## src/logic/fpu_defines.svh

```systemverilog
// -----------------------------------------------
// FPU width definitions
// Field widths of single-precision words, tag and
// class-mask widths shared by the packages and RTL
// -----------------------------------------------

`ifndef FPU_DEFINES_SVH
`define FPU_DEFINES_SVH

// Single-precision word and its fields
`define FPU_WIDTH   32
`define FPU_EXP_W   8
`define FPU_MAN_W   23

`define FPU_TAG_W   4
`define FPU_CLASS_W 10

`endif
```

## src/logic/fpu_data_pkg.sv

```systemverilog
// -----------------------------------------------
// FPU data types
// Floating-point words, status flags, tags and the
// result record passed from groups to the output
// -----------------------------------------------

`include "fpu_defines.svh"

`default_nettype none

package fpu_data_pkg;

  // One single-precision word
  typedef logic [`FPU_WIDTH-1:0] fp32_t;

  typedef logic [`FPU_TAG_W-1:0] tag_t;

  // IEEE exception flags, NV in the top bit
  typedef struct packed {
    logic nv;
    logic dz;
    logic of;
    logic uf;
    logic nx;
  } status_t;

  // Result record of one operation
  typedef struct packed {
    fp32_t   result;
    status_t status;
    tag_t    tag;
  } fp_result_t;

endpackage

`default_nettype wire

```

## src/logic/fpu_op_pkg.sv

```systemverilog
// -----------------------------------------------
// FPU operation types
// Operation codes, operation groups, the request
// record and the mapping of operation to group
// -----------------------------------------------

`default_nettype none

package fpu_op_pkg;

  typedef enum logic [3:0] {
    SGNJ  = 4'd0,
    SGNJN = 4'd1,
    SGNJX = 4'd2,
    MIN   = 4'd3,
    MAX   = 4'd4,
    FEQ   = 4'd5,
    FLT   = 4'd6,
    FLE   = 4'd7,
    CLASS = 4'd8
  } operation_e;

  typedef enum logic {
    SIGN_MINMAX = 1'b0,
    CMP_CLASS   = 1'b1
  } opgroup_e;

  typedef struct packed {
    fpu_data_pkg::fp32_t a;
    fpu_data_pkg::fp32_t b;
    operation_e          op;
    fpu_data_pkg::tag_t  tag;
  } fp_request_t;

  // Group that executes a given operation
  function automatic opgroup_e get_opgroup(operation_e op);
    case (op)
      SGNJ, SGNJN, SGNJX, MIN, MAX: return SIGN_MINMAX;
      default:                      return CMP_CLASS;
    endcase
  endfunction

endpackage

`default_nettype wire

```

## src/logic/fpu_top.sv

```systemverilog
// -----------------------------------------------
// FPU top level
// Dispatches requests to the two operation groups
// and merges their results through the arbiter
// -----------------------------------------------

`include "fpu_defines.svh"

`default_nettype none

module fpu_top #(
  parameter int unsigned tag_width = `FPU_TAG_W
) (
  input  logic                   clk_i,
  input  logic                   reset_i,
  input  fpu_data_pkg::fp32_t    operand_a_i,
  input  fpu_data_pkg::fp32_t    operand_b_i,
  input  fpu_op_pkg::operation_e op_i,
  input  fpu_data_pkg::tag_t     tag_i,
  input  logic                   in_valid_i,
  output logic                   in_ready_o,
  output fpu_data_pkg::fp32_t    result_o,
  output fpu_data_pkg::status_t  status_o,
  output fpu_data_pkg::tag_t     tag_o,
  output logic                   out_valid_o,
  input  logic                   out_ready_i,
  output logic                   busy_o
);

  fpu_op_pkg::fp_request_t  req;
  fpu_op_pkg::opgroup_e     req_grp;
  logic                     sm_req_valid, sm_req_ready, sm_res_valid, sm_res_ready, sm_busy;
  logic                     cc_req_valid, cc_req_ready, cc_res_valid, cc_res_ready, cc_busy;
  fpu_data_pkg::fp_result_t sm_res, cc_res, out_res;

  assign req.a   = operand_a_i;
  assign req.b   = operand_b_i;
  assign req.op  = op_i;
  assign req.tag = tag_i[tag_width-1:0];

  // Steer the request to its group
  assign req_grp      = fpu_op_pkg::get_opgroup(op_i);
  assign sm_req_valid = in_valid_i & (req_grp == fpu_op_pkg::SIGN_MINMAX);
  assign cc_req_valid = in_valid_i & (req_grp == fpu_op_pkg::CMP_CLASS);
  assign in_ready_o   = (req_grp == fpu_op_pkg::CMP_CLASS) ? cc_req_ready : sm_req_ready;
  assign busy_o       = sm_busy | cc_busy;

  fpu_sign_minmax u_sign_minmax (
    .clk_i, .reset_i, .req_i(req), .req_valid_i(sm_req_valid), .req_ready_o(sm_req_ready),
    .res_o(sm_res), .res_valid_o(sm_res_valid), .res_ready_i(sm_res_ready), .busy_o(sm_busy)
  );

  fpu_cmp_class u_cmp_class (
    .clk_i, .reset_i, .req_i(req), .req_valid_i(cc_req_valid), .req_ready_o(cc_req_ready),
    .res_o(cc_res), .res_valid_o(cc_res_valid), .res_ready_i(cc_res_ready), .busy_o(cc_busy)
  );

  fpu_result_arbiter u_arbiter (
    .clk_i, .reset_i,
    .sm_res_i(sm_res), .sm_valid_i(sm_res_valid), .sm_ready_o(sm_res_ready),
    .cc_res_i(cc_res), .cc_valid_i(cc_res_valid), .cc_ready_o(cc_res_ready),
    .out_res_o(out_res), .out_valid_o(out_valid_o), .out_ready_i(out_ready_i)
  );

  assign result_o = out_res.result;
  assign status_o = out_res.status;
  assign tag_o    = out_res.tag[tag_width-1:0];

endmodule

`default_nettype wire

```

## src/logic/fpu_result_arbiter.sv

```systemverilog
// -----------------------------------------------
// Result arbiter
// Round-robin merge of the two group outputs that
// holds its grant while the output is stalled
// -----------------------------------------------

`default_nettype none

module fpu_result_arbiter (
  input  logic                     clk_i,
  input  logic                     reset_i,
  input  fpu_data_pkg::fp_result_t sm_res_i,
  input  logic                     sm_valid_i,
  output logic                     sm_ready_o,
  input  fpu_data_pkg::fp_result_t cc_res_i,
  input  logic                     cc_valid_i,
  output logic                     cc_ready_o,
  output fpu_data_pkg::fp_result_t out_res_o,
  output logic                     out_valid_o,
  input  logic                     out_ready_i
);

  // Grant encoding: 0 picks sign/minmax, 1 picks compare/classify
  logic sel;
  logic last_q;
  logic lock_q, lock_sel_q;

  always_comb begin
    if (lock_q)
      sel = lock_sel_q;
    else if (sm_valid_i & cc_valid_i)
      sel = ~last_q;
    else
      sel = cc_valid_i;
  end

  assign out_valid_o = sel ? cc_valid_i : sm_valid_i;
  assign out_res_o   = sel ? cc_res_i : sm_res_i;

  // Only the granted group sees ready
  assign sm_ready_o  = out_ready_i & ~sel;
  assign cc_ready_o  = out_ready_i & sel;

  // ---------------------------------------------
  // Pointer and lock
  // ---------------------------------------------
  always_ff @(posedge clk_i) begin
    if (reset_i) begin
      last_q     <= 1'b0;
      lock_q     <= 1'b0;
      lock_sel_q <= 1'b0;
    end else if (out_valid_o & out_ready_i) begin
      last_q <= sel;
      lock_q <= 1'b0;
    end else if (out_valid_o) begin
      // Offered but stalled, keep this group until taken
      lock_q     <= 1'b1;
      lock_sel_q <= sel;
    end
  end

endmodule

`default_nettype wire

```

## src/logic/fpu_cmp_class.sv

```systemverilog
// -----------------------------------------------
// Compare and classify group
// Stage 1 decodes both operands, stage 2 forms the
// FEQ/FLT/FLE result or the RISC-V class mask
// -----------------------------------------------

`include "fpu_defines.svh"

`default_nettype none

module fpu_cmp_class (
  input  logic                     clk_i,
  input  logic                     reset_i,
  input  fpu_op_pkg::fp_request_t  req_i,
  input  logic                     req_valid_i,
  output logic                     req_ready_o,
  output fpu_data_pkg::fp_result_t res_o,
  output logic                     res_valid_o,
  input  logic                     res_ready_i,
  output logic                     busy_o
);

  typedef struct packed {
    logic sign;
    logic zero;
    logic subnormal;
    logic normal;
    logic inf;
    logic qnan;
    logic snan;
  } fp_info_t;

  typedef struct packed {
    fp_info_t                ia;
    fp_info_t                ib;
    fpu_data_pkg::fp32_t     a;
    fpu_data_pkg::fp32_t     b;
    fpu_op_pkg::operation_e  op;
    fpu_data_pkg::tag_t      tag;
  } stage1_t;

  stage1_t                   s1_q;
  logic                      s1_valid_q, s2_valid_q;
  logic                      s1_ready, s2_ready;
  logic                      any_nan, any_snan, both_zero, eq, lt;
  logic [`FPU_CLASS_W-1:0]   class_mask;
  fpu_data_pkg::fp_result_t  res_d, res_q;

  function automatic fp_info_t decode(fpu_data_pkg::fp32_t x);
    logic     exp_ones, exp_zero, man_zero;
    fp_info_t info;
    exp_ones       = &x[`FPU_WIDTH-2 -: `FPU_EXP_W];
    exp_zero       = ~|x[`FPU_WIDTH-2 -: `FPU_EXP_W];
    man_zero       = ~|x[`FPU_MAN_W-1:0];
    info.sign      = x[`FPU_WIDTH-1];
    info.zero      = exp_zero & man_zero;
    info.subnormal = exp_zero & ~man_zero;
    info.normal    = ~exp_zero & ~exp_ones;
    info.inf       = exp_ones & man_zero;
    // Top mantissa bit separates quiet from signaling
    info.qnan      = exp_ones & ~man_zero & x[`FPU_MAN_W-1];
    info.snan      = exp_ones & ~man_zero & ~x[`FPU_MAN_W-1];
    return info;
  endfunction

  // A stage advances when the next one is empty or emptying
  assign s2_ready    = ~s2_valid_q | res_ready_i;
  assign s1_ready    = ~s1_valid_q | s2_ready;
  assign req_ready_o = s1_ready;

  // ---------------------------------------------
  // Stage 1 decode
  // ---------------------------------------------
  always_ff @(posedge clk_i) begin
    if (reset_i)
      s1_valid_q <= 1'b0;
    else if (s1_ready)
      s1_valid_q <= req_valid_i;
  end

  always_ff @(posedge clk_i) begin
    if (req_valid_i & s1_ready) begin
      s1_q.ia  <= decode(req_i.a);
      s1_q.ib  <= decode(req_i.b);
      s1_q.a   <= req_i.a;
      s1_q.b   <= req_i.b;
      s1_q.op  <= req_i.op;
      s1_q.tag <= req_i.tag;
    end
  end

  // ---------------------------------------------
  // Stage 2 compare and classify
  // ---------------------------------------------
  always_comb begin
    any_nan   = s1_q.ia.qnan | s1_q.ia.snan | s1_q.ib.qnan | s1_q.ib.snan;
    any_snan  = s1_q.ia.snan | s1_q.ib.snan;
    both_zero = s1_q.ia.zero & s1_q.ib.zero;
    eq        = ~any_nan & (both_zero | (s1_q.a == s1_q.b));
    if (any_nan | both_zero)
      lt = 1'b0;
    else if (s1_q.ia.sign != s1_q.ib.sign)
      lt = s1_q.ia.sign;
    else if (s1_q.ia.sign)
      lt = s1_q.a[`FPU_WIDTH-2:0] > s1_q.b[`FPU_WIDTH-2:0];
    else
      lt = s1_q.a[`FPU_WIDTH-2:0] < s1_q.b[`FPU_WIDTH-2:0];
  end

  // RISC-V order, bit 0 is -inf and bit 9 is quiet NaN
  assign class_mask = {s1_q.ia.qnan, s1_q.ia.snan,
                       ~s1_q.ia.sign & s1_q.ia.inf, ~s1_q.ia.sign & s1_q.ia.normal,
                       ~s1_q.ia.sign & s1_q.ia.subnormal, ~s1_q.ia.sign & s1_q.ia.zero,
                       s1_q.ia.sign & s1_q.ia.zero, s1_q.ia.sign & s1_q.ia.subnormal,
                       s1_q.ia.sign & s1_q.ia.normal, s1_q.ia.sign & s1_q.ia.inf};

  always_comb begin
    res_d     = '0;
    res_d.tag = s1_q.tag;
    case (s1_q.op)
      fpu_op_pkg::FEQ: begin
        res_d.result    = {{(`FPU_WIDTH-1){1'b0}}, eq};
        res_d.status.nv = any_snan;
      end
      fpu_op_pkg::FLT: begin
        res_d.result    = {{(`FPU_WIDTH-1){1'b0}}, lt};
        res_d.status.nv = any_nan;
      end
      fpu_op_pkg::FLE: begin
        res_d.result    = {{(`FPU_WIDTH-1){1'b0}}, lt | eq};
        res_d.status.nv = any_nan;
      end
      fpu_op_pkg::CLASS: res_d.result = {{(`FPU_WIDTH-`FPU_CLASS_W){1'b0}}, class_mask};
      default:           res_d.result = '0;
    endcase
  end

  always_ff @(posedge clk_i) begin
    if (reset_i)
      s2_valid_q <= 1'b0;
    else if (s2_ready)
      s2_valid_q <= s1_valid_q;
  end

  always_ff @(posedge clk_i) begin
    if (s1_valid_q & s2_ready)
      res_q <= res_d;
  end

  assign res_o       = res_q;
  assign res_valid_o = s2_valid_q;
  assign busy_o      = s1_valid_q | s2_valid_q;

endmodule

`default_nettype wire

```

## src/logic/fpu_sign_minmax.sv

```systemverilog
// -----------------------------------------------
// Sign injection and min/max group
// Single-cycle datapath into a one-entry output
// register, minimumNumber semantics for MIN/MAX
// -----------------------------------------------

`include "fpu_defines.svh"

`default_nettype none

module fpu_sign_minmax (
  input  logic                     clk_i,
  input  logic                     reset_i,
  input  fpu_op_pkg::fp_request_t  req_i,
  input  logic                     req_valid_i,
  output logic                     req_ready_o,
  output fpu_data_pkg::fp_result_t res_o,
  output logic                     res_valid_o,
  input  logic                     res_ready_i,
  output logic                     busy_o
);

  localparam fpu_data_pkg::fp32_t canonical_nan = 32'h7FC0_0000;

  fpu_data_pkg::fp32_t      a, b;
  logic                     a_nan, b_nan, a_snan, b_snan;
  logic                     a_lt_b;
  fpu_data_pkg::fp_result_t res_d, res_q;
  logic                     full_q;

  assign a = req_i.a;
  assign b = req_i.b;

  // NaN when exponent is all ones and mantissa is nonzero
  assign a_nan  = (&a[`FPU_WIDTH-2 -: `FPU_EXP_W]) & (|a[`FPU_MAN_W-1:0]);
  assign b_nan  = (&b[`FPU_WIDTH-2 -: `FPU_EXP_W]) & (|b[`FPU_MAN_W-1:0]);
  assign a_snan = a_nan & ~a[`FPU_MAN_W-1];
  assign b_snan = b_nan & ~b[`FPU_MAN_W-1];

  // Ordering of non-NaN operands, -0 sorts below +0
  always_comb begin
    if (a[`FPU_WIDTH-1] != b[`FPU_WIDTH-1])
      a_lt_b = a[`FPU_WIDTH-1];
    else if (a[`FPU_WIDTH-1])
      a_lt_b = a[`FPU_WIDTH-2:0] > b[`FPU_WIDTH-2:0];
    else
      a_lt_b = a[`FPU_WIDTH-2:0] < b[`FPU_WIDTH-2:0];
  end

  always_comb begin
    res_d     = '0;
    res_d.tag = req_i.tag;
    case (req_i.op)
      fpu_op_pkg::SGNJ:  res_d.result = {b[`FPU_WIDTH-1], a[`FPU_WIDTH-2:0]};
      fpu_op_pkg::SGNJN: res_d.result = {~b[`FPU_WIDTH-1], a[`FPU_WIDTH-2:0]};
      fpu_op_pkg::SGNJX: res_d.result = {a[`FPU_WIDTH-1] ^ b[`FPU_WIDTH-1], a[`FPU_WIDTH-2:0]};
      fpu_op_pkg::MIN, fpu_op_pkg::MAX: begin
        res_d.status.nv = a_snan | b_snan;
        if (a_nan & b_nan)
          res_d.result = canonical_nan;
        else if (a_nan)
          res_d.result = b;
        else if (b_nan)
          res_d.result = a;
        else if ((req_i.op == fpu_op_pkg::MIN) == a_lt_b)
          res_d.result = a;
        else
          res_d.result = b;
      end
      default: res_d.result = '0;
    endcase
  end

  // ---------------------------------------------
  // Output register
  // ---------------------------------------------
  assign req_ready_o = ~full_q | res_ready_i;

  always_ff @(posedge clk_i) begin
    if (reset_i)
      full_q <= 1'b0;
    else if (req_valid_i & req_ready_o)
      full_q <= 1'b1;
    else if (res_ready_i)
      full_q <= 1'b0;
  end

  always_ff @(posedge clk_i) begin
    if (req_valid_i & req_ready_o)
      res_q <= res_d;
  end

  assign res_o       = res_q;
  assign res_valid_o = full_q;
  assign busy_o      = full_q;

endmodule

`default_nettype wire

```

## config.mk

```make
export PLATFORM = sky130hd
export DESIGN_NAME = fpu_top
export DESIGN_NICKNAME = d
export VERILOG_FILES = /design/src/logic/fpu_data_pkg.sv /design/src/logic/fpu_op_pkg.sv /design/src/logic/fpu_top.sv /design/src/logic/fpu_result_arbiter.sv /design/src/logic/fpu_cmp_class.sv /design/src/logic/fpu_sign_minmax.sv
export VERILOG_INCLUDE_DIRS = /design/src /design/src/logic
export SDC_FILE = /design/constraint.sdc
export NUM_CORES = 1
export LEC_CHECK = 0
export ABC_CLOCK_PERIOD_IN_PS = 6700
export BUFFER_PORTS_ARGS = -buffer_cell sky130_fd_sc_hd__buf_4
export CAP_MARGIN = 10
export CORE_ASPECT_RATIO = 1.2
export CORE_UTILIZATION = 55
export CTS_CLUSTER_DIAMETER = 40
export DETAILED_ROUTE_END_ITERATION = 6
export PLACE_DENSITY = 0.77
export SLEW_MARGIN = 0
export SYNTH_ARGS = -nofsm -noshare
export SYNTH_HDL_FRONTEND = slang
export SYNTH_HIERARCHICAL = 1
export SYNTH_SLANG_ARGS = --single-unit
export TNS_END_PERCENT = 50
```

## constraint.sdc

```tcl
create_clock -name clk_i -period 6.7 [get_ports clk_i]
set_input_delay 0.335 -clock clk_i [delete_from_list [all_inputs] [get_ports clk_i]]
set_output_delay 0.335 -clock clk_i [all_outputs]
set_load 0.005 [all_outputs]
```

==> impl_metrics.csv <==
group,metric,value,unit
grt,grt_use_total,0.262,
sta,fin_crit_sh,0.496,
floorplanning,dieArea,15100,µm²
sta,rsz0062_at_grt,"no",
hold_path,hp-class,"in2reg",
final_layout,regArea,4110,µm²
placement,portBuffers,115,
floorplanning,rows,47,
clock_network,clockRootBuffer,"clkbuf_16",
sta,worst_pin_slew,1.21,ns
setup_path,critPathRequiredTime,6.98,ns
placement,routabilityCongestion,0.874,
yosys,synth_edf_count,133,
placement,preCtsSetupSlack,3.05,ns
setup_path,worstPathArrival,3.60,ns
final_layout,num_antenna_cells,0,
setup_path,endpoint_kind,"flop",
clock_network,clk_pin_slew,0.06,ns
outcome,violations,"DRC",
routing,wire_per_inst,19.9,µm
yosys,synth-async-reset-ratio,0,
power_and_ir_drop,switching_share,0.246,
grt,antenna_found_initial,0,
power_and_ir_drop,peakVddDrop,0.158,mV
grt,grt_pass1_vias,5871,
routing,vias,5835,
sta,finalHoldViolCount,0,
clock_network,cts.sinks,139,
setup_path,worst-setup-path-type,"in2reg",
power_and_ir_drop,p_leak,0.00409,µW
yosys,netlist_area,8010,µm²
setup_path,cp-start-kind,"primary input",
final_layout,syn_to_final_growth,18.6,%
power_and_ir_drop,p_seq_frac,0.439,
routing,route.detailed.drc,5,
floorplanning,ioPinCount,120,
routing,routed_wl,19.1,mm
power_and_ir_drop,netSwitchingPower,574,µW
clock_network,postCtsHoldBufs,0,
clock_network,cts-resized-gates,0,
power_and_ir_drop,fin_total_pwr,2330,µW
setup_path,crit_fanout,31,
routing,dr.pass1.iters,7,
flow_run,cap_violations,0,
final_layout,final_area,9500,µm²
yosys,synthCells,651,
floorplanning,core_area,14000,µm²
power_and_ir_drop,combPwrFrac,0.143,
routing,first_iter_violations,452,
power_and_ir_drop,intPower,1760,µW
sta,slew_viol_final,0,
clock_network,cts_buffer_depth,2,
outcome,status,"complete, but fails checks",
yosys,yosys_warnings,6,
sta,setup_viol,0,
grt,grt_max_degree,82,
yosys,yosys_register_bits,139,
clock_network,htreeDepth,4,
sta,setup_ws,3.38,ns
sta,worst_hold_slack,0.101,ns
placement,placed_area,8890,µm²
sta,fmax,301,MHz
power_and_ir_drop,p_clk_frac,0.417,
routing,ant_nets,0,
floorplanning,die_h,134,µm
grt,grt_pass1_wl,29.9,mm
final_layout,multi_input_area,3400,µm²
final_layout,fillerInstances,1038,
sta,fin_skew,0.0108,ns
sta,fin_tns_setup,0,ns
power_and_ir_drop,p_per_area,245,nW/µm²
floorplanning,initial_utilization,0.573,
clock_network,cts_setup_buffers,0,
yosys,synth.avg_cell_area,12.3,µm²
placement,place_hpwl,13.5,mm
routing,viasPerCell,6.08,
sta,min_period,3.32,ns
clock_network,clock_latency,0.42,ns
sta,maxSlewHeadroom,0.193,
final_layout,num-nets-final,914,
yosys,seq_area_frac_synth,0.513,
grt,grt.overflow.total,0,
yosys,synth_cell_types,66,
floorplanning,die_w,112,µm
clock_network,cts_tree,"built",
final_layout,layout-drive-gt1-share,0.264,
clock_network,cts_made_buffers,17,
yosys,ys_dominant_reg_cell,"edfxtp_1",
power by group through the flow:
stage | Clock, µW | Combinational, µW | Sequential, µW
global placement | 0 | 314 | 1040
global route | 1020 | 363 | 1030
CTS | 982 | 332 | 1020
detailed placement | 0 | 328 | 1040
floorplan | 0 | 204 | 1040
finish | 973 | 334 | 1020
per-stage QoR:
stage               cells   util
CTS                   960  0.679
global placement      928  0.635
detailed placement    928  0.635
finish                960  0.679
global route          960  0.679
floorplan             679      -
worst paths after layout:
| check | start | end | slack, ns | cells past startpoint |
|---|---|---|---|---|
| min | tag_i[1] | u_sign_minmax/res_o[1] | 0.10 | 1 |
| max | operand_b_i[16] | u_sign_minmax/res_o[12] | 3.38 | 11 |
| max reg2reg | u_cmp_class/res_valid_o | u_cmp_class/s1_q[54] | 3.80 | 7 |
| min reg2reg | u_cmp_class/res_d[0] | u_cmp_class/res_o[0] | 0.42 | 0 |
registers in the layout, indices dropped and copies added (netlist names):
name / cells
u_cmp_class/res_valid_o: 1
u_arbiter/lock_q: 1
u_cmp_class/class_mask: 2
u_cmp_class/res_d: 4
u_sign_minmax/busy_o: 1
u_arbiter/lock_sel_q: 1
u_cmp_class/s1_q: 75
u_cmp_class/res_o: 15
u_cmp_class/s1_valid_q: 1
u_arbiter/last_q: 1
u_sign_minmax/res_o: 37
kinds of logic (layout without fill, tap and decap cells):
logic type      after synthesis  in the layout  share of synthesized area
simple gates                176            176                      0.126
fa+ha+maj                    62             62                     0.0968
compound gates              113            113                      0.104
xor+xnor                      3              3                    0.00328
other cells                   2             30                   0.000937
flops                       139            139                      0.513
mux                          43             43                     0.0795
buf+inv                     113            223                     0.0762
cell type report:
class                           count  share of cell area
Sequential cell                   139               0.433
Multi-Input combinational cell    427               0.358
Timing Repair Buffer              118              0.0932
Clock buffer                       18              0.0452
Inverter                           73              0.0288
Tap cell                          171              0.0225
Clock inverter                     14              0.0196
cells in the mapped netlist, types with 3 or more instances:
cell type  number  area [µm²]
nand4_1        21         131
buf_6           3        33.8
nand3b_1        3        22.5
nand2_1        35         131
nand3_1        10        50.1
inv_1          73         274
or2_2           3        18.8
buf_4          31         233
o2bb2ai_1       9        78.8
a31oi_1         3        18.8
mux2_2          3        33.8
nor2_1         24        90.1
and3_1         12        75.1
and2_1          7        43.8
dfxtp_1         6         120
edfxtp_1      133        3990
o21a_1          7        52.6
buf_8           4        60.1
a21oi_1        31         155
nor3_1          8        40.0
nor2b_1         3        18.8
ha_1           62         776
nor4_1         26         163
o21ai_1         6        30.0
and4_1          7        61.3
o21ai_0         8        40.0
mux2_4         38         571
a22o_1         23         201
critical path, stage by stage:
cell and delay, ns:
buf_4 0.11, inv_1 0.05, ha_1 0.31, a21oi_1 0.17, o21ai_1 0.13, a221o_1 0.38, a22o_1 0.24, a311oi_4 0.36
and4_1 0.30, a211o_1 0.93, a22o_1 0.29
layout by cell type, fill, tap and decap left out, drive strengths merged, types with 21 or more instances in the layout:
cell / netlist / routed
nand2: 35 / 35
nor4: 26 / 26
inv: 73 / 78
ha: 62 / 62
a22o: 23 / 23
nor2: 24 / 24
mux2: 41 / 41
conb: 2 / 30
a21oi: 31 / 31
nand4: 21 / 21
buf: 40 / 118
edfxtp: 133 / 133
routing by layer:
metal / vias up / GRT usage / share of wire
li1: 2670 / - / -
met1: 2797 / 0.299 / 0.38
met2: 297 / 0.470 / 0.52
met3: 71 / 0.0474 / 0.064
met4: 0 / 0.136 / 0.041
met5: - / 0 / 0
No activity file was read; power rests on OpenSTA's default activity.
